**config.mk**
```make
export PLATFORM = sky130hd
export DESIGN_NAME = corr_ctrl_top
export DESIGN_NICKNAME = d
export VERILOG_FILES = /design/src/design/corr_pkg.sv /design/src/design/cfg_wr_if.sv /design/src/design/cmd_decoder.sv /design/src/design/corr_ctrl_top.sv /design/src/design/lag_scan_timer.sv /design/src/design/line_cfg_regs.sv
export SDC_FILE = /design/constraint.sdc
export NUM_CORES = 2
export LEC_CHECK = 0
export ABC_CLOCK_PERIOD_IN_PS = 5700
export BUFFER_PORTS_ARGS = -buffer_cell sky130_fd_sc_hd__buf_2
export CORE_UTILIZATION = 40
export DETAILED_ROUTE_END_ITERATION = 7
export PLACE_DENSITY = 0.62
export REMOVE_ABC_BUFFERS = 1
export SLEW_MARGIN = 20
export SYNTH_ARGS = -nofsm -noshare
export SYNTH_HDL_FRONTEND = slang
export SYNTH_SLANG_ARGS = --single-unit
export TNS_END_PERCENT = 30
```
**constraint.sdc**
```tcl
create_clock -name clk -period 5.7 [get_ports clk]
set_input_delay 1.14 -clock clk [delete_from_list [all_inputs] [get_ports clk]]
set_output_delay 1.14 -clock clk [all_outputs]
set_load 0.005 [all_outputs]
```
**src/design/corr_pkg.sv**
```systemverilog
// Definitions shared by the correlator control front end and its testbench
// The line count is fixed at 4 to match the 2-bit line field of the APB address
// Scan parameters are 24 bits and are written by commands in 3-bit digits
package corr_pkg;

	localparam int NUM_LINES = 4;
	localparam int LINE_W = 2;
	localparam int PARAM_W = 24;
	localparam int HALF_W = PARAM_W / 2;   // One command-addressable half
	localparam int DIGIT_W = 3;

	typedef logic [LINE_W-1:0] line_t;
	typedef logic [PARAM_W-1:0] param_t;
	typedef logic [7:0] byte_t;
	typedef logic [3:0] nibble_t;
	typedef logic [7:0] apb_addr_t;       // [7:6] line, [3:0] register

	typedef enum logic [2:0] {
		CFG_NONE,
		CFG_CLEAR_START,
		CFG_SET_VOLT,
		CFG_SET_TEST,
		CFG_SET_DIGIT
	} cfg_op_t;

	typedef enum logic {
		DEC_NORMAL,
		DEC_EXTENDED
	} dec_state_t;

	// Low nibble of a command byte
	typedef enum logic [3:0] {
		OP_CLEAR     = 4'd0,
		OP_SET_LINE  = 4'd1,
		OP_SET_BAUD  = 4'd3,
		OP_SET_VOLT  = 4'd4,
		OP_SET_DIGIT = 4'd8,   // 8 to 11, digit index in bits 1:0
		OP_TEST      = 4'd12,
		OP_CAPTURE   = 4'd13
	} opcode_t;

	// Reset values of the scan parameters
	localparam param_t START_INIT = param_t'(0);
	localparam param_t INCR_INIT = param_t'(1);
	localparam param_t CROSS_LEN_INIT = param_t'(1023);
	localparam param_t AUTO_LEN_INIT = param_t'(1);

	// APB register map, low nibble of paddr
	localparam nibble_t REG_CROSS_START = 4'd0;
	localparam nibble_t REG_CROSS_INCR = 4'd1;
	localparam nibble_t REG_CROSS_LEN = 4'd2;
	localparam nibble_t REG_AUTO_START = 4'd3;
	localparam nibble_t REG_AUTO_INCR = 4'd4;
	localparam nibble_t REG_AUTO_LEN = 4'd5;
	localparam nibble_t REG_VOLT_TEST = 4'd6;
	localparam nibble_t REG_FLAGS_BAUD = 4'd7;

endpackage

```
**src/design/cfg_wr_if.sv**
```systemverilog
// One configuration write from the command decoder to the line register file
// op is valid for a single cycle and there is no handshake
// bank follows the decoder's extended mode and is valid at all times
interface cfg_wr_if import corr_pkg::*; ();

	cfg_op_t    op;
	line_t      line;
	logic [1:0] sel;    // Voltage slice or digit index
	logic       bank;   // Extended mode selects the auto set
	nibble_t    data;

	modport src (
		output op,
		output line,
		output sel,
		output bank,
		output data
	);

	modport dst (
		input op,
		input line,
		input sel,
		input bank,
		input data
	);

endinterface

```
**src/design/cmd_decoder.sv**
```systemverilog
// Decodes the byte-wide command stream into configuration writes and flags
// One byte is taken on every edge with cmd_valid high and there is no back-pressure
// Opcode sits in bits 3:0 and the argument in bits 7:4
// Line select, baud rate and capture flags change on the command edge
// Register writes leave one cycle later on wr
// Unknown opcodes are dropped without any effect
module cmd_decoder import corr_pkg::*; (
	input  logic    clk,
	input  logic    rst_n,
	input  byte_t   cmd,
	input  logic    cmd_valid,
	cfg_wr_if.src   wr,
	output line_t   current_line,
	output nibble_t baud_rate,
	output logic    integrating,
	output logic    external_clock,
	output logic    timestamp_reset
);

	dec_state_t state;
	cfg_op_t    op_nxt;
	nibble_t    arg;
	logic       is_digit;

	assign arg = cmd[7:4];
	assign is_digit = ({cmd[3:2], 2'b00} == OP_SET_DIGIT);   // Opcodes 8 to 11

	// ~~~~~~~~~~~~~~~~~~~~~~~~~~~~~~~~~~~~~~~~~~~~~~~~~~~~~~~~~~~~~~~~~~~~~~~~~
	// Mode, line select and global flags

	always_ff @(posedge clk or negedge rst_n) begin
		if (!rst_n) begin
			state <= DEC_NORMAL;
			current_line <= '0;
			baud_rate <= '0;
			integrating <= 1'b0;
			external_clock <= 1'b0;
			timestamp_reset <= 1'b1;   // Timestamp held in reset until released
		end else if (cmd_valid) begin
			case (cmd[3:0])
			OP_SET_LINE: current_line <= cmd[5:4];
			OP_SET_BAUD: baud_rate <= arg;
			OP_CAPTURE: begin
				integrating <= cmd[4];
				external_clock <= cmd[5];
				timestamp_reset <= cmd[6];
				state <= cmd[7] ? DEC_EXTENDED : DEC_NORMAL;
			end
			default: ;
			endcase
		end
	end

	// ~~~~~~~~~~~~~~~~~~~~~~~~~~~~~~~~~~~~~~~~~~~~~~~~~~~~~~~~~~~~~~~~~~~~~~~~~
	// Configuration writes

	always_comb begin
		op_nxt = CFG_NONE;
		if (cmd_valid) begin
			if (is_digit) begin
				op_nxt = CFG_SET_DIGIT;
			end else begin
				case (cmd[3:0])
				OP_CLEAR:    op_nxt = CFG_CLEAR_START;
				OP_SET_VOLT: op_nxt = CFG_SET_VOLT;
				OP_TEST:     op_nxt = CFG_SET_TEST;
				default:     op_nxt = CFG_NONE;
				endcase
			end
		end
	end

	always_ff @(posedge clk or negedge rst_n) begin
		if (!rst_n)
			wr.op <= CFG_NONE;
		else
			wr.op <= op_nxt;
	end

	always_ff @(posedge clk) begin
		if (op_nxt != CFG_NONE) begin
			wr.line <= current_line;
			wr.sel <= is_digit ? cmd[1:0] : cmd[7:6];   // Digit index or voltage slice
			wr.data <= arg;
		end
	end

	// Mode only changes on capture commands, never together with a write
	assign wr.bank = (state == DEC_EXTENDED);

endmodule

```
**src/design/corr_ctrl_top.sv**
```systemverilog
// Control front end of the multi-line correlator
// Commands arrive as bytes with a valid strobe and have no ready signal
// APB is read-only and writes complete with pslverr
// ext_tick paces the lag scan only while external clock mode is set
module corr_ctrl_top import corr_pkg::*; (
	input  logic      clk,
	input  logic      rst_n,
	input  byte_t     cmd,
	input  logic      cmd_valid,
	input  logic      ext_tick,
	input  logic      psel,
	input  logic      penable,
	input  logic      pwrite,
	input  apb_addr_t paddr,
	output param_t    prdata,
	output logic      pready,
	output logic      pslverr,
	output param_t    lag,
	output logic      lag_valid,
	output logic      scan_done
);

	cfg_wr_if wr_bus ();

	line_t   current_line;
	nibble_t baud_rate;
	nibble_t flags;
	logic    integrating;
	logic    external_clock;
	logic    timestamp_reset;
	param_t  cur_start;
	param_t  cur_incr;
	param_t  cur_len;

	// Same bit order as the capture command's argument
	assign flags = {wr_bus.bank, timestamp_reset, external_clock, integrating};

	cmd_decoder u_dec (
		.clk             (clk),
		.rst_n           (rst_n),
		.cmd             (cmd),
		.cmd_valid       (cmd_valid),
		.wr              (wr_bus.src),
		.current_line    (current_line),
		.baud_rate       (baud_rate),
		.integrating     (integrating),
		.external_clock  (external_clock),
		.timestamp_reset (timestamp_reset)
	);

	line_cfg_regs u_regs (
		.clk          (clk),
		.rst_n        (rst_n),
		.wr           (wr_bus.dst),
		.current_line (current_line),
		.cur_start    (cur_start),
		.cur_incr     (cur_incr),
		.cur_len      (cur_len),
		.flags        (flags),
		.baud_rate    (baud_rate),
		.psel         (psel),
		.penable      (penable),
		.pwrite       (pwrite),
		.paddr        (paddr),
		.prdata       (prdata),
		.pready       (pready),
		.pslverr      (pslverr)
	);

	lag_scan_timer u_timer (
		.clk            (clk),
		.rst_n          (rst_n),
		.integrating    (integrating),
		.external_clock (external_clock),
		.ext_tick       (ext_tick),
		.start          (cur_start),
		.incr           (cur_incr),
		.len            (cur_len),
		.lag            (lag),
		.lag_valid      (lag_valid),
		.scan_done      (scan_done)
	);

endmodule

```
**src/design/lag_scan_timer.sv**
```systemverilog
// Steps the cross lag of the selected line while integration runs
// Start, increment and length are sampled live from the current line
// A line change during a scan takes effect on the following step
// A length of zero runs as a one-step scan
module lag_scan_timer import corr_pkg::*; (
	input  logic   clk,
	input  logic   rst_n,
	input  logic   integrating,
	input  logic   external_clock,
	input  logic   ext_tick,
	input  param_t start,
	input  param_t incr,
	input  param_t len,
	output param_t lag,
	output logic   lag_valid,
	output logic   scan_done
);

	logic   integ_q;
	logic   load;
	logic   step;
	logic   advance;
	logic   last_step;
	param_t last_idx;
	param_t step_cnt;
	param_t acc;

	assign load = integrating && !integ_q;                // Rising edge of integrating
	assign step = external_clock ? ext_tick : 1'b1;
	assign advance = integrating && integ_q && step;
	assign last_idx = (len == '0) ? '0 : len - param_t'(1);
	assign last_step = (step_cnt == last_idx);

	always_ff @(posedge clk or negedge rst_n) begin
		if (!rst_n) begin
			integ_q <= 1'b0;
			step_cnt <= '0;
			lag_valid <= 1'b0;
			scan_done <= 1'b0;
		end else begin
			integ_q <= integrating;
			lag_valid <= advance;
			scan_done <= advance && last_step;
			if (load)
				step_cnt <= '0;
			else if (advance)
				step_cnt <= last_step ? '0 : step_cnt + param_t'(1);
		end
	end

	// Lag accumulator, wraps back to start after the last step
	always_ff @(posedge clk) begin
		if (load) begin
			acc <= start;
		end else if (advance) begin
			lag <= acc;
			acc <= last_step ? start : acc + incr;
		end
	end

endmodule

```
**src/design/line_cfg_regs.sv**
```systemverilog
// Per-line configuration storage with read-only APB access
// Scan parameters are written as 3-bit digits into 12-bit halves
// The target half comes from bits 6:4 of the line's test byte
// Field selects 6 and 7 leave digit writes without effect
// Every APB transfer takes one wait state and writes end with pslverr
// Unmapped register offsets read as zero
module line_cfg_regs import corr_pkg::*; (
	input  logic      clk,
	input  logic      rst_n,
	cfg_wr_if.dst     wr,
	input  line_t     current_line,
	output param_t    cur_start,
	output param_t    cur_incr,
	output param_t    cur_len,
	input  nibble_t   flags,
	input  nibble_t   baud_rate,
	input  logic      psel,
	input  logic      penable,
	input  logic      pwrite,
	input  apb_addr_t paddr,
	output param_t    prdata,
	output logic      pready,
	output logic      pslverr
);

	param_t cross_start [NUM_LINES];
	param_t cross_incr [NUM_LINES];
	param_t cross_len [NUM_LINES];
	param_t auto_start [NUM_LINES];
	param_t auto_incr [NUM_LINES];
	param_t auto_len [NUM_LINES];
	byte_t  volt [NUM_LINES];
	byte_t  test [NUM_LINES];

	logic [2:0]         field;
	logic [4:0]         dig_off;
	logic [DIGIT_W-1:0] dig_val;
	line_t              rd_line;
	nibble_t            rd_reg;
	param_t             rd_data;
	logic               acc_first;

	// ~~~~~~~~~~~~~~~~~~~~~~~~~~~~~~~~~~~~~~~~~~~~~~~~~~~~~~~~~~~~~~~~~~~~~~~~~
	// Command writes

	assign field = test[wr.line][6:4];
	assign dig_off = (field[0] ? 5'(HALF_W) : 5'd0) + 5'(wr.sel * DIGIT_W);
	assign dig_val = wr.data[DIGIT_W-1:0];

	always_ff @(posedge clk or negedge rst_n) begin
		if (!rst_n) begin
			for (int i = 0; i < NUM_LINES; i++) begin
				cross_start[i] <= START_INIT;
				cross_incr[i] <= INCR_INIT;
				cross_len[i] <= CROSS_LEN_INIT;
				auto_start[i] <= START_INIT;
				auto_incr[i] <= INCR_INIT;
				auto_len[i] <= AUTO_LEN_INIT;
				volt[i] <= '0;
				test[i] <= '0;
			end
		end else begin
			case (wr.op)
			CFG_CLEAR_START: begin
				cross_start[wr.line][HALF_W-1:0] <= '0;
				auto_start[wr.line][HALF_W-1:0] <= '0;
			end
			CFG_SET_VOLT: volt[wr.line][{wr.sel, 1'b0} +: 2] <= wr.data[1:0];
			CFG_SET_TEST: test[wr.line][{wr.bank, 2'b00} +: 4] <= wr.data;
			CFG_SET_DIGIT: begin
				case (field[2:1])
				2'd0: begin
					if (wr.bank)
						auto_incr[wr.line][dig_off +: DIGIT_W] <= dig_val;
					else
						cross_incr[wr.line][dig_off +: DIGIT_W] <= dig_val;
				end
				2'd1: begin
					if (wr.bank)
						auto_len[wr.line][dig_off +: DIGIT_W] <= dig_val;
					else
						cross_len[wr.line][dig_off +: DIGIT_W] <= dig_val;
				end
				2'd2: begin
					if (wr.bank)
						auto_start[wr.line][dig_off +: DIGIT_W] <= dig_val;
					else
						cross_start[wr.line][dig_off +: DIGIT_W] <= dig_val;
				end
				default: ;
				endcase
			end
			default: ;
			endcase
		end
	end

	assign cur_start = cross_start[current_line];
	assign cur_incr = cross_incr[current_line];
	assign cur_len = cross_len[current_line];

	// ~~~~~~~~~~~~~~~~~~~~~~~~~~~~~~~~~~~~~~~~~~~~~~~~~~~~~~~~~~~~~~~~~~~~~~~~~
	// APB readback

	assign rd_line = paddr[7:6];
	assign rd_reg = paddr[3:0];
	assign acc_first = psel && penable && !pready;   // First access cycle

	always_comb begin
		case (rd_reg)
		REG_CROSS_START: rd_data = cross_start[rd_line];
		REG_CROSS_INCR:  rd_data = cross_incr[rd_line];
		REG_CROSS_LEN:   rd_data = cross_len[rd_line];
		REG_AUTO_START:  rd_data = auto_start[rd_line];
		REG_AUTO_INCR:   rd_data = auto_incr[rd_line];
		REG_AUTO_LEN:    rd_data = auto_len[rd_line];
		REG_VOLT_TEST:   rd_data = {8'd0, test[rd_line], volt[rd_line]};
		REG_FLAGS_BAUD:  rd_data = {16'd0, flags, baud_rate};
		default:         rd_data = '0;
		endcase
	end

	always_ff @(posedge clk or negedge rst_n) begin
		if (!rst_n) begin
			pready <= 1'b0;
			pslverr <= 1'b0;
		end else begin
			pready <= acc_first;
			pslverr <= acc_first && pwrite;
		end
	end

	always_ff @(posedge clk) begin
		if (acc_first)
			prdata <= rd_data;
	end

endmodule

```
==> impl_metrics.tcl <==
set metrics [dict create \
    outcome "finished, final reports clean" \
    syn_area_um2 40400 \
    fin_crit_ps 5530 \
    syn_avg_cell_area_um2 11.2 \
    finalSetupViolations 0 \
    setup_slack_ps 175 \
    root_buffer "clkbuf_16" \
    hp-class "reg2reg" \
    routedWlPerCell_um 25.5 \
    clockPowerShare_pct 40.8 \
    maxSlewViolCount 0 \
    clock-sinks 762 \
    internal_power_mw 9.73 \
    reg2reg_to "u_timer.acc[9]" \
    hold_violations 0 \
    vias 30900 \
    antenna_found_initial 6 \
    synth-seq-cells 762 \
    netlist_instances 3623 \
    drive_gt1_share_pct 22.8 \
    cp_data_arrival_time_ps 5920 \
    worst_slew_pin_slew_ps 1130 \
    end_kind "flip-flop" \
    crit_buf_inv 3 \
    required_ps 6100 \
    preCtsSetupSlack_ps 68.2 \
    ant_nets 0 \
    fin_cells 4921 \
    cts_inserted_buffers 85 \
    rsz0062_at_grt "false" \
    placedCellCount 4761 \
    min_path_cells 2 \
    seqPwrFrac_pct 43.9 \
    cts.clk_slew.worst_paths_ps 60 \
    core_area_um2 100000 \
    worstSetupPathType "reg2reg" \
    min_to "u_regs.cross_len[33]" \
    start_kind "flip-flop" \
    ir_drop_mv 0.204 \
    ff2ff_setup_slack_ps 170 \
    gr-total-overflow 0 \
    cp_top_family "simple AND/OR/NAND/NOR gates" \
    swShare_pct 29.0 \
    grt_pass1_wl_um 190000 \
    routed_via_density 6.27 \
    synth_cell_types 73 \
    drtIter0Drc 3324 \
    fin_worst_skew_ps 43.8 \
    clock.fmax_ghz 0.181 \
    synth_seq_area_share_pct 48.3 \
    clockBufferDepth 3 \
    max_slew_margin_pct 24.8 \
    leakage_nw 18.2 \
    routed_wirelength_um 125000 \
    layout_common_cells "dfrtp_1 (627), o21ai_0 (617), o31ai_1 (325), nand2_1 (303), mux4_2 (235)" \
    pwr-share-comb_pct 15.3 \
    area_growth_syn_to_layout_pct 11.5 \
    grt_pass1_vias 29400 \
    synth_flop_cell "dfrtp_1" \
    synth_warnings 0 \
    power_density_nw_per_um2 304 \
    place_congestion 0.941 \
    drc_errors 0 \
    firstDrtPassIters 6 \
    fin_crit_sh_pct 96.9 \
    ff2ff_path_depth 13 \
    drv_cap 0 \
    hpwl_um 82700 \
    cts_tree "built" \
    die_x_um 320 \
    start_util_pct 40.4 \
    layout_commonest_cell "dfrtp_1" \
    num_io_pins 75 \
    crit_chain "buf_12 -> buf_4 -> mux4_2 -> or4_4 -> or3_1 -> nor4b_2 -> mux2i_1 -> xnor2_1 -> or4_1 -> or4_4 -> nand2_1 -> buf_4 -> mux2_2" \
    rows 116 \
    r2r_start "u_dec.current_line[0]" \
    nets 3611 \
    clock_latency_ps 670 \
    synth_edf_count 80 \
    p_switching_mw 3.98 \
    crit_fanout 13 \
    grtUsageTotal_pct 24.5 \
    port_buffers 72 \
    grt_max_degree 115 \
    async_reset_ff_share_pct 89.5 \
    die_y_um 320 \
    cpPeakStageDelay_ps 630 \
    hp-start "u_regs.cross_len[33]" \
    cts_max_level 3 \
    dieArea_um2 102000 \
    crit_path_top_delay_cell "mux4_2" \
]
-- Yosys cell counts, types with 5 or more instances --
library cell | n | area, um^2
a22oi_1 | 64 | 480
nand4_1 | 24 | 150
xor2_1 | 22 | 193
mux2i_1 | 13 | 130
and2_1 | 19 | 119
or4_1 | 8 | 60.1
o21ai_0 | 617 | 3090
mux4_2 | 235 | 5290
o31ai_1 | 325 | 2440
dfrtp_1 | 629 | 15700
o22ai_1 | 10 | 62.6
and3_1 | 19 | 119
a31oi_1 | 33 | 206
clkbuf_1 | 296 | 1110
a221oi_1 | 8 | 70.1
nor2_1 | 144 | 541
nor2b_1 | 15 | 93.8
o21a_1 | 6 | 45.0
nand2_1 | 306 | 1150
o211ai_1 | 8 | 60.1
nand2b_1 | 19 | 119
ha_1 | 36 | 450
edfxtp_1 | 80 | 2400
xnor2_1 | 32 | 280
mux2_4 | 9 | 135
nor3_1 | 34 | 170
inv_1 | 38 | 143
nand3_1 | 73 | 365
or2_2 | 11 | 68.8
nor4_1 | 18 | 113
a21o_1 | 7 | 52.6
mux2_2 | 172 | 1940
or3_1 | 15 | 93.8
a22o_1 | 7 | 61.3
dfstp_2 | 53 | 1390
nor4b_1 | 8 | 70.1
nor3b_1 | 5 | 37.5
o41ai_1 | 41 | 359
a21oi_1 | 66 | 330
buf_1 | 31 | 116
-- power by group through the flow --
stage | logic, mW | clock network [mW] | registers (mW)
3_5_place_dp | 2.07 | 0 | 6.11
6_report | 2.09 | 5.59 | 6.02
3_3_place_gp | 2.06 | 0 | 6.11
4_1_cts | 2.07 | 5.70 | 6.01
2_1_floorplan | 1.12 | 0 | 6.04
5_1_grt | 2.25 | 5.90 | 6.04
-- kinds of logic after synthesis --
family                     Yosys count  synth area share, %
AOI/OAI and AO/OA                 1230                 18.7
DFF                                762                 48.3
and+or+nand+nor                    737                 8.53
muxes                              429                 18.5
buffers and inverters              374                 3.56
xor gates and xnor gates            54                 1.17
adders and majority gates           37                 1.16
-- worst max path at each step --
stage | start | endpoint | slack, ps | depth (start not counted)
6_report | u_dec.current_line[0] | u_timer.acc[9] | 170 | 13
4_1_cts | u_dec.current_line[0] | u_timer.acc[9] | 40 | 12
5_1_grt | u_dec.current_line[0] | u_timer.acc[0] | 40 | 15
3_5_place_dp | u_dec.current_line[0] | u_timer.acc[23] | 70 | 12
3_3_place_gp | u_dec.current_line[0] | u_timer.acc[0] | 110 | 12
2_1_floorplan | u_dec.current_line[0] | u_timer.acc[0] | -2440 | 10
-- sequential cells by signal, indices dropped and copies added (netlist names), 24 cells and up --
name                cells
u_regs.auto_incr       96
u_regs.auto_len        96
u_regs.auto_start      96
u_regs.cross_incr      96
u_regs.cross_len       96
u_regs.cross_start     96
u_regs.prdata          24
u_regs.test            32
u_regs.volt            32
u_timer.acc            24
u_timer.lag            24
u_timer.step_cnt       24
-- worst reg2reg max path, delay by kind of cell (launching register included) --
kind / cells / cell delay (ps)
xor+xnor: 1 / 120
mux: 3 / 1280
flops: 1 / 560
buf+inv: 3 / 640
simple gates: 6 / 2660
-- metrics by stage --
step	instance area (um^2)	total power, mW	TNS (ps)	util, %	hold slack [ps]
finish	45100	13.7	0	45.0	483
global route	45100	14.2	0	45.0	505
CTS	45100	13.8	0	45.0	483
detailed placement	42200	8.18	0	42.2	470
global placement	42200	8.16	0	42.2	458
floorplan	39100	7.16	-103370	-	427
-- timing repair --
item / 4_1_cts / 5_1_grt
endpoints found under the setup margin: 0 / 21
endpoints found under the hold margin: 0 / 0
resized for setup: 0 / 3
buffers inserted: 0 / 1
hold buffers: 0 / 0
-- metal layers --
layer | up-vias | global-route usage (%) | routed length, um | part of all wire (%)
li1 | 13700 | - | - | -
met1 | 15700 | 34.6 | 53900 | 43
met2 | 1227 | 37.1 | 56800 | 45
met3 | 227 | 5.26 | 10400 | 8.3
met4 | 0 | 8.80 | 4360 | 3.5
met5 | - | 0 | 0 | 0
-- area by class of cell --
type	instances	area, um^2
antenna	2	5.00
clock buffer	126	2520
clock inverter	31	302
fill	9296	55100
inverter	39	146
multi-input combinational	2487	19600
sequential	762	19500
tap	1298	1620
timing repair buffer	176	1330
(Power assumes the default switching activity.)
